==> config.mk <==
export PLATFORM = sky130hd
export DESIGN_NAME = alu_top
export DESIGN_NICKNAME = d
export VERILOG_FILES = /design/src/logic/alu_pkg.sv /design/src/logic/alu_top.sv /design/src/logic/alu_axil_regs.sv /design/src/logic/alu_core.sv /design/src/logic/half_loader.sv /design/src/logic/ones_shifter.sv /design/src/logic/ripple_adder.sv
export SDC_FILE = /design/constraint.sdc
export NUM_CORES = 1
export LEC_CHECK = 0
export ABC_AREA = 1
export BUFFER_PORTS_ARGS = -buffer_cell sky130_fd_sc_hd__buf_2
export CAP_MARGIN = 20
export CELL_PAD_IN_SITES_DETAIL_PLACEMENT = 1
export CELL_PAD_IN_SITES_GLOBAL_PLACEMENT = 1
export CORE_UTILIZATION = 39
export CTS_CLUSTER_DIAMETER = 100
export DETAILED_ROUTE_END_ITERATION = 10
export GPL_TIMING_DRIVEN = 0
export PLACE_DENSITY_LB_ADDON = 0.1
export SETUP_SLACK_MARGIN = 0.05
export SLEW_MARGIN = 0
export SYNTH_ARGS = -nofsm -noshare
export SYNTH_HDL_FRONTEND = slang
export SYNTH_SLANG_ARGS = --single-unit
==> constraint.sdc <==
create_clock -name clock -period 14.4 [get_ports clock]
set_input_delay 0.72 -clock clock [delete_from_list [all_inputs] [get_ports clock]]
set_output_delay 0.72 -clock clock [all_outputs]
set_load 0.02 [all_outputs]
==> src/logic/alu_pkg.sv <==
`default_nettype none

package alu_pkg;

    localparam int WORD_W     = 32;
    localparam int HALF_W     = 16;
    localparam int SHAMT_W    = 6;
    localparam int REG_ADDR_W = 5;

    typedef logic [WORD_W-1:0]     word_t;
    typedef logic [HALF_W-1:0]     half_t;
    typedef logic [SHAMT_W-1:0]    shamt_t;
    typedef logic [REG_ADDR_W-1:0] reg_addr_t;

    typedef enum logic [3:0] {
        OP_ADD   = 4'd0,
        OP_SUB   = 4'd1,
        OP_SHL   = 4'd2,
        OP_SHR   = 4'd3,
        OP_MOV   = 4'd4,
        OP_LDI_A = 4'd5,
        OP_LDI_B = 4'd6,
        OP_MOV2  = 4'd7,
        OP_EQ    = 4'd8,
        OP_LTU   = 4'd9,
        OP_GTU   = 4'd10,
        OP_NOTF1 = 4'd11,
        OP_ANDF  = 4'd12,
        OP_CPYF1 = 4'd13,
        OP_JMP   = 4'd14,
        OP_JMPF  = 4'd15
    } alu_op_e;

    localparam reg_addr_t REG_OPA    = 5'h00;
    localparam reg_addr_t REG_OPB    = 5'h04;
    localparam reg_addr_t REG_TARGET = 5'h08;
    localparam reg_addr_t REG_IMM    = 5'h0C;
    localparam reg_addr_t REG_CTRL   = 5'h10;
    localparam reg_addr_t REG_RESULT = 5'h14;
    localparam reg_addr_t REG_STATUS = 5'h18;
    localparam reg_addr_t REG_NADDR  = 5'h1C;

    localparam int IMM_HIGHLOW_BIT = 16;
    localparam int IMM_F1_BIT      = 17;
    localparam int IMM_F2_BIT      = 18;

    localparam int STAT_FLAG_BIT   = 0;
    localparam int STAT_ADDRCH_BIT = 1;

    localparam logic [1:0] RESP_OKAY   = 2'b00;
    localparam logic [1:0] RESP_SLVERR = 2'b10;

    typedef struct packed {
        word_t      awaddr;
        logic       awvalid;
        word_t      wdata;
        logic       wvalid;
        logic       bready;
        word_t      araddr;
        logic       arvalid;
        logic       rready;
    } axil_req_t;

    typedef struct packed {
        logic       awready;
        logic       wready;
        logic [1:0] bresp;
        logic       bvalid;
        logic       arready;
        word_t      rdata;
        logic [1:0] rresp;
        logic       rvalid;
    } axil_rsp_t;

    typedef struct packed {
        logic    start;
        alu_op_e op;
        word_t   a;
        word_t   b;
        word_t   target;
        half_t   value;
        logic    highlow;
        logic    f1;
        logic    f2;
    } alu_req_t;

    typedef struct packed {
        word_t result;
        logic  flag;
        logic  addrch;
        word_t naddr;
    } alu_res_t;

endpackage

`default_nettype wire
==> src/logic/alu_top.sv <==
`timescale 1ns/1ps
`default_nettype none

module alu_top
    import alu_pkg::*;
(
    input  logic      clock,
    input  logic      rst,
    input  axil_req_t axil_req,
    output axil_rsp_t axil_rsp
);

    alu_req_t req;
    alu_res_t res;

    alu_axil_regs alu_axil_regs_inst (
        .clock    (clock),
        .rst      (rst),
        .axil_req (axil_req),
        .res      (res),
        .axil_rsp (axil_rsp),
        .req      (req)
    );

    alu_core alu_core_inst (
        .clock (clock),
        .rst   (rst),
        .req   (req),
        .res   (res)
    );

endmodule

`default_nettype wire

==> src/logic/alu_axil_regs.sv <==
`timescale 1ns/1ps
`default_nettype none

module alu_axil_regs
    import alu_pkg::*;
(
    input  logic      clock,
    input  logic      rst,
    input  axil_req_t axil_req,
    input  alu_res_t  res,
    output axil_rsp_t axil_rsp,
    output alu_req_t  req
);

    word_t      opa;
    word_t      opb;
    word_t      target;
    word_t      imm;
    word_t      status;
    word_t      rd_word;
    reg_addr_t  wr_off;
    reg_addr_t  rd_off;
    logic       wr_in_map;
    logic       rd_in_map;
    logic       wr_ok;
    logic       rd_ok;
    logic       wr_accept;
    logic       rd_accept;
    logic       bvalid;
    logic [1:0] bresp;
    logic       rvalid;
    logic [1:0] rresp;
    word_t      rdata;

    assign wr_off    = axil_req.awaddr[REG_ADDR_W-1:0];
    assign rd_off    = axil_req.araddr[REG_ADDR_W-1:0];
    assign wr_in_map = (axil_req.awaddr[WORD_W-1:REG_ADDR_W] == '0);
    assign rd_in_map = (axil_req.araddr[WORD_W-1:REG_ADDR_W] == '0);

    assign wr_accept = axil_req.awvalid & axil_req.wvalid & ~bvalid; // aw and w together.
    assign rd_accept = axil_req.arvalid & ~rvalid;

    always_comb
    begin
        case (wr_off)
            REG_OPA, REG_OPB, REG_TARGET, REG_IMM, REG_CTRL: wr_ok = wr_in_map;
            default:                                         wr_ok = 1'b0;
        endcase
    end

    always_comb
    begin
        status                  = '0;
        status[STAT_FLAG_BIT]   = res.flag;
        status[STAT_ADDRCH_BIT] = res.addrch;
    end

    always_comb
    begin
        rd_ok   = rd_in_map;
        rd_word = '0;
        case (rd_off)
            REG_OPA:    rd_word = opa;
            REG_OPB:    rd_word = opb;
            REG_TARGET: rd_word = target;
            REG_IMM:    rd_word = imm;
            REG_CTRL:   rd_word = '0; // write only.
            REG_RESULT: rd_word = res.result;
            REG_STATUS: rd_word = status;
            REG_NADDR:  rd_word = res.naddr;
            default:    rd_ok = 1'b0;
        endcase
        if (!rd_ok)
        begin
            rd_word = '0;
        end
    end

    always_ff @(posedge clock)
    begin
        if (rst)
        begin
            opa    <= '0;
            opb    <= '0;
            target <= '0;
            imm    <= '0;
            bvalid <= 1'b0;
            bresp  <= RESP_OKAY;
            rvalid <= 1'b0;
            rresp  <= RESP_OKAY;
            rdata  <= '0;
        end
        else
        begin
            if (wr_accept)
            begin
                bvalid <= 1'b1;
                bresp  <= wr_ok ? RESP_OKAY : RESP_SLVERR;
                if (wr_in_map)
                begin
                    case (wr_off)
                        REG_OPA:    opa    <= axil_req.wdata;
                        REG_OPB:    opb    <= axil_req.wdata;
                        REG_TARGET: target <= axil_req.wdata;
                        REG_IMM:    imm    <= axil_req.wdata;
                        default:    ;
                    endcase
                end
            end
            else if (bvalid && axil_req.bready)
            begin
                bvalid <= 1'b0;
            end

            if (rd_accept)
            begin
                rvalid <= 1'b1;
                rdata  <= rd_word;
                rresp  <= rd_ok ? RESP_OKAY : RESP_SLVERR;
            end
            else if (rvalid && axil_req.rready)
            begin
                rvalid <= 1'b0;
            end
        end
    end

    always_comb
    begin
        axil_rsp.awready = wr_accept;
        axil_rsp.wready  = wr_accept;
        axil_rsp.bresp   = bresp;
        axil_rsp.bvalid  = bvalid;
        axil_rsp.arready = ~rvalid;
        axil_rsp.rdata   = rdata;
        axil_rsp.rresp   = rresp;
        axil_rsp.rvalid  = rvalid;
    end

    always_comb
    begin
        req.start   = wr_accept & wr_in_map & (wr_off == REG_CTRL); // one cycle pulse.
        req.op      = alu_op_e'(axil_req.wdata[3:0]);
        req.a       = opa;
        req.b       = opb;
        req.target  = target;
        req.value   = imm[HALF_W-1:0];
        req.highlow = imm[IMM_HIGHLOW_BIT];
        req.f1      = imm[IMM_F1_BIT];
        req.f2      = imm[IMM_F2_BIT];
    end

endmodule

`default_nettype wire

==> src/logic/alu_core.sv <==
`timescale 1ns/1ps
`default_nettype none

module alu_core
    import alu_pkg::*;
(
    input  logic     clock,
    input  logic     rst,
    input  alu_req_t req,
    output alu_res_t res
);

    logic  sub_sel;
    logic  shift_left;
    word_t add_b;
    word_t sum;
    word_t shifted;
    word_t loaded;
    word_t result_next;
    logic  flag_next;

    assign sub_sel    = (req.op == OP_SUB);
    assign add_b      = sub_sel ? ~req.b : req.b; // a + ~b + 1.
    assign shift_left = (req.op == OP_SHL);

    ripple_adder ripple_adder_inst (
        .a        (req.a),
        .b        (add_b),
        .carry_in (sub_sel),
        .sum      (sum)
    );

    ones_shifter ones_shifter_inst (
        .data    (req.a),
        .amount  (req.b),
        .left    (shift_left),
        .shifted (shifted)
    );

    half_loader half_loader_inst (
        .base    (req.a),
        .value   (req.value),
        .highlow (req.highlow),
        .loaded  (loaded)
    );

    always_comb
    begin
        case (req.op)
            OP_ADD, OP_SUB:     result_next = sum;
            OP_SHL, OP_SHR:     result_next = shifted;
            OP_LDI_A, OP_LDI_B: result_next = loaded;
            default:            result_next = req.a; // both moves.
        endcase
    end

    always_comb
    begin
        case (req.op)
            OP_EQ:    flag_next = (req.a == req.b);
            OP_LTU:   flag_next = (req.a < req.b);
            OP_GTU:   flag_next = (req.a > req.b);
            OP_NOTF1: flag_next = ~req.f1;
            OP_ANDF:  flag_next = req.f1 & req.f2;
            default:  flag_next = req.f1;
        endcase
    end

    always_ff @(posedge clock)
    begin
        if (rst)
        begin
            res <= '0;
        end
        else if (req.start)
        begin
            case (req.op)
                OP_ADD, OP_SUB, OP_SHL, OP_SHR, OP_MOV, OP_LDI_A, OP_LDI_B, OP_MOV2:
                begin
                    res.result <= result_next;
                    res.addrch <= 1'b0;
                    res.naddr  <= '0;
                end
                OP_EQ, OP_LTU, OP_GTU, OP_NOTF1, OP_ANDF, OP_CPYF1:
                begin
                    res.flag   <= flag_next;
                    res.addrch <= 1'b0;
                    res.naddr  <= '0;
                end
                OP_JMP:
                begin
                    res.addrch <= 1'b1;
                    res.naddr  <= req.target;
                end
                default:
                begin
                    // branch on the flag of the last compare.
                    res.addrch <= res.flag;
                    res.naddr  <= res.flag ? req.target : '0;
                end
            endcase
        end
    end

endmodule

`default_nettype wire

==> src/logic/half_loader.sv <==
`timescale 1ns/1ps
`default_nettype none

module half_loader
    import alu_pkg::*;
(
    input  word_t base,
    input  half_t value,
    input  logic  highlow,
    output word_t loaded
);

    always_comb
    begin
        if (highlow)
        begin
            loaded = {value, base[HALF_W-1:0]}; // upper half replaced.
        end
        else
        begin
            loaded = {base[WORD_W-1:HALF_W], value};
        end
    end

endmodule

`default_nettype wire

==> src/logic/ones_shifter.sv <==
`timescale 1ns/1ps
`default_nettype none

module ones_shifter
    import alu_pkg::*;
(
    input  word_t data,
    input  word_t amount,
    input  logic  left,
    output word_t shifted
);

    shamt_t amt;
    word_t  inverted;
    word_t  moved;

    // anything at or above the word width clears the inverted word.
    always_comb
    begin
        if (amount >= word_t'(WORD_W))
        begin
            amt = shamt_t'(WORD_W);
        end
        else
        begin
            amt = amount[SHAMT_W-1:0];
        end
    end

    assign inverted = ~data;
    assign moved    = left ? (inverted << amt) : (inverted >> amt);
    assign shifted  = ~moved; // zeros shifted in come back as ones.

endmodule

`default_nettype wire

==> src/logic/ripple_adder.sv <==
`timescale 1ns/1ps
`default_nettype none

module ripple_adder
    import alu_pkg::*;
(
    input  word_t a,
    input  word_t b,
    input  logic  carry_in,
    output word_t sum
);

    word_t carry; // carry into each bit.

    assign carry[0] = carry_in;

    for (genvar i = 0; i < WORD_W; i++)
    begin : g_bit
        assign sum[i] = a[i] ^ b[i] ^ carry[i];
        if (i < WORD_W - 1)
        begin : g_carry
            assign carry[i+1] = (a[i] & b[i]) | (a[i] & carry[i]) | (b[i] & carry[i]);
        end
    end

endmodule

`default_nettype wire

==> results by stage <==
Layout:
- Summing all non-filler instances in the final layout gives an area of between 0.015 and 0.02 mm^2.
- From synthesis to final layout, the design area changed by 14.50%.
- Measured on the finished design, the core utilization comes to 0.4551.
- Of the cells placed in the final design, the portion with a size suffix greater than 1 is 0.1259.
- The count of inserted antenna diode cells is 0.
- The layout net count is between 2k and 3k.

Detailed routing:
- The number of detailed-route iterations in the first pass is 5.
- The detailed router finished its first iteration with approximately 1.8k violations.
- The total wire length is a little under 90000 um.
- After detailed routing, the average wire length per cell comes to 28.80 um.
- The post-route antenna net violation count is 0.
- For this block, the via count after detailed routing is approximately 19k.
- For this run, design rule violations remaining after detail routing come to 0.
- The via-per-instance ratio is 6.280.

Timing:
- The worst slew slack as a fraction of its limit is 0.3426.
- The routed design could run at a clock period as short as 14.04 ns.
- For the final database, setup skew stands at between 0.02 and 0.03 ns.
- The least setup slack across all paths after layout is approximately 0.36 ns.
- The transition at the pin with the smallest max-transition slack is roughly 1 ns.
- Setup violations remaining at the end of the flow were counted as 0.
- Based on the critical path, the design can be clocked at up to between 70 and 80 MHz.
- The final-layout setup total negative slack is 0 ns.
- The part of the cycle the worst path needs is 0.9750.
- Setup repair after global routing left no endpoint under its margin.
- The number of max-slew violations in the final report is 0.
- The final hold violation count is 0.
- Hold is met by ~0.46 ns.

Setup path:
- For this run, the slowest stage of the critical path takes around 0.46 ns.
- STA classifies the critical path startpoint as an input port.
- In this run the register-to-register setup slack is approximately 0.37 ns.
- The largest individual stage delay along the critical path comes from the cell fa_2.
- By startpoint and endpoint, the worst setup path is classified as input port to flop.
- The worst setup path is captured at a flop.
- Along the worst path, the maximum fanout reaches 10.
- The signal arrival time at the worst endpoint is between 10 and 15 ns.
- The most numerous cell on the critical path is fa_2.
- The startpoint of the lowest-slack register-to-register path is alu_axil_regs_inst.opb[0]$_SDFFE_PP0P_.
- The worst path required time is between 10 and 15 ns.
- The number of cells traversed by the worst register-to-register path is 39.
- The destination of the worst register-to-register timing path is alu_core_inst.res[65]$_SDFFE_PP0P_.

Synth:
- Synthesis handed over a netlist of ~2.4k instances.
- The synthesized design contains between 200 and 250 register bits.
- The mean cell area of the mapped netlist is between 6 and 7 um^2.
- In the synthesized netlist the dominant register cell turns out to be dfxtp_1.
- During synthesis, Yosys emitted a total of 0 warnings.
- In the synthesized netlist the async set-or-reset flop fraction comes to 0.
- The synthesized design contains 0 enable-type register cells.
- Summing every instance area after synthesis gives 0.01586 mm^2.
- The netlist uses 51 different library cells.
- The share of synthesized area occupied by flip-flops and latches is 0.2902.

Min path:
- The end point of the most critical hold path is alu_axil_regs_inst.bvalid$_SDFFE_PP0P_.
- In this run the most critical hold path is launched from axil_req[34].
- The tightest min-delay check is of the input port to flop type.
- The cell depth of the worst hold path is 4.

Floorplan:
- From left edge to right edge, the die measures slightly above 200 um.
- The core area is ~0.04 mm^2.
- From bottom edge to top edge, the die measures roughly 200 um.
- The starting density of the core is 0.3974.
- In this run the core area contains 73 standard-cell rows.
- Pin placement for this block handled roughly 140 I/O pins.
- The overall die area is roughly 0.041 mm^2.

Power:
- The power per unit of standard cell area is around 77 mW/mm^2.
- The maximum ir drop on the vdd rail is 0.08318 mV.
- The leakage power of the design is 7.327 nW.

Global route:
- The initial antenna violation count is 0.
- For this run the aggregate overflow at the end of global routing stands at 0.
- Across every metal layer, demand over resource in global routing totals 0.4223.
- The first global-routing pass estimated ~130000 um of wire.
- The number of global-route vias before repair is between 15k and 20k.
- The maximum number of pins on one net before global-route repair is 20.

Clock network:
- The tree is rooted in a clkbuf_16.
- The number of CTS-inserted buffers is 25.
- The CTS tree is built.
- The clock passes through at most 3 buffers.
- In this run the number of H-tree levels came out at 1.
- The count of clock tree sinks is 230.
- The number of setup buffers added after CTS is 0.
- The clock latency at the later pin of the worst-skew pair is approximately 0.56 ns.
- The post-cts hold buffer count is 0.
- The clock transition time at the flip-flop clock pins of the worst setup and hold paths is 0.06 ns.

Place:
- OpenSTA, run right after detailed placement, puts the worst setup slack at -1.237 ns.
- The detailed placer's ending HPWL is around 70000 um.
- The placed instances occupy a cell area of 0.01726 mm^2.
- Input and output buffers added on the ports amount to about 140.
- The congestion estimate from routability-driven global placement came to 1.053.

Run status:
- The flow ran to the end, and the final reports show no timing, DRC or antenna violations.

Flow run:
- Max-cap violations in this run came to 0.
## critical path, delay by kind of cell
kind | cells | cell delay, ns
buffers and inverters | 3 | 0.45
XOR/XNOR | 3 | 0.59
AND/OR/NAND/NOR | 7 | 0.90
adder cells (fa/ha/maj) | 30 | 11.73
AO/OA/AOI/OAI | 1 | 0.07
## cell usage after synthesis, types with 32 or more instances
cell	number	area, um^2
nand2_1	491	1843
nand3_1	381	1907
a21oi_1	279	1396
dfxtp_1	230	4604
inv_1	158	593.1
nor2_1	144	540.5
o21ai_0	114	570.6
clkbuf_1	109	409.1
a211oi_1	89	668.1
nand4_1	34	212.7
buf_2	32	160.2
ha_1	32	400.4
## timing repair
item,CTS,global route
endpoints found under the setup margin,3,1
resized for setup,19,8
pin swaps,2,3
## worst max-delay path by stage
stage,start,to,slack [ns],depth (start not counted)
after floorplan,axil_req[38],alu_core_inst.res[65]$_SDFFE_PP0P_,0.07,43
after global placement,axil_req[38],alu_core_inst.res[65]$_SDFFE_PP0P_,-1.12,44
after detailed placement,axil_req[38],alu_core_inst.res[65]$_SDFFE_PP0P_,-1.24,44
after CTS,axil_req[38],alu_core_inst.res[65]$_SDFFE_PP0P_,0.10,44
after global routing,alu_axil_regs_inst.opb[0]$_SDFFE_PP0P_,alu_core_inst.res[65]$_SDFFE_PP0P_,0.003,39
final,axil_req[38],alu_core_inst.res[65]$_SDFFE_PP0P_,0.36,44
## power breakdown
group	internal (mW)	switching, mW	total (mW)
sequential	0.637	0.000395	0.637
combinational	0.0270	0.0677	0.0947
clock	0.381	0.284	0.665
## metal layers
metal | routed length, um | global-route usage | vias up
met4 | 7796 | 0.3163 | 0
met3 | 6810 | 0.06520 | 305
met2 | 40230 | 0.6930 | 1057
met5 | 0 | 0 | -
li1 | - | - | 8511
met1 | 33720 | 0.4974 | 9438
## placed cells by master (no fill, tap or decap), drive strengths merged, types with 28 or more instances in the layout
master / synthesis / final
nand3: 402 / 402
a21oi: 281 / 281
dfxtp: 230 / 230
a211oi: 89 / 89
inv: 164 / 165
nand2: 497 / 497
xor2: 30 / 30
fa: 30 / 30
nand4: 34 / 34
nor2: 152 / 152
o21ai: 126 / 126
ha: 32 / 32
buf: 68 / 205
clkbuf: 109 / 142
a221oi: 28 / 28
## sequential cells by signal, summed over array words and instances (netlist names)
name,count
alu_axil_regs_inst.bresp,1
alu_axil_regs_inst.bvalid,1
alu_axil_regs_inst.imm,32
alu_axil_regs_inst.opa,32
alu_axil_regs_inst.opb,32
alu_axil_regs_inst.rdata,32
alu_axil_regs_inst.rresp,1
alu_axil_regs_inst.rvalid,1
alu_axil_regs_inst.target,32
alu_core_inst.res,66
## metrics by stage
step | total power, mW | std cells
2_1_floorplan | 0.6987 | 2370
3_3_place_gp | 0.7396 | 3033
3_5_place_dp | 0.7422 | 3033
4_1_cts | 1.391 | 3075
5_1_grt | 1.423 | 3075
6_report | 1.397 | 3075
## area by class of cell
type                       count  area, um^2
tap                          525       656.9
inverter                     166       624.3
clock buffer                  34       709.4
timing repair buffer         138       690.7
sequential                   230        4604
multi-input combinational   1797        9898
fill                        5258       21750
buffer                       176       870.8
clock inverter                 9       110.1
## kinds of logic (layout without fill, tap and decap cells)
group / count (synthesis) / count (layout) / share of synthesized area
compound gates: 579 / 579 / 0.2137
xor+xnor: 33 / 33 / 0.01822
fa+ha+maj: 62 / 62 / 0.06310
buf+inv: 343 / 523 / 0.09299
flops: 230 / 230 / 0.2902
other cells: 1 / 2 / 0.0002364
simple gates: 1121 / 1121 / 0.3215
No activity file was read; power rests on OpenSTA's default activity.
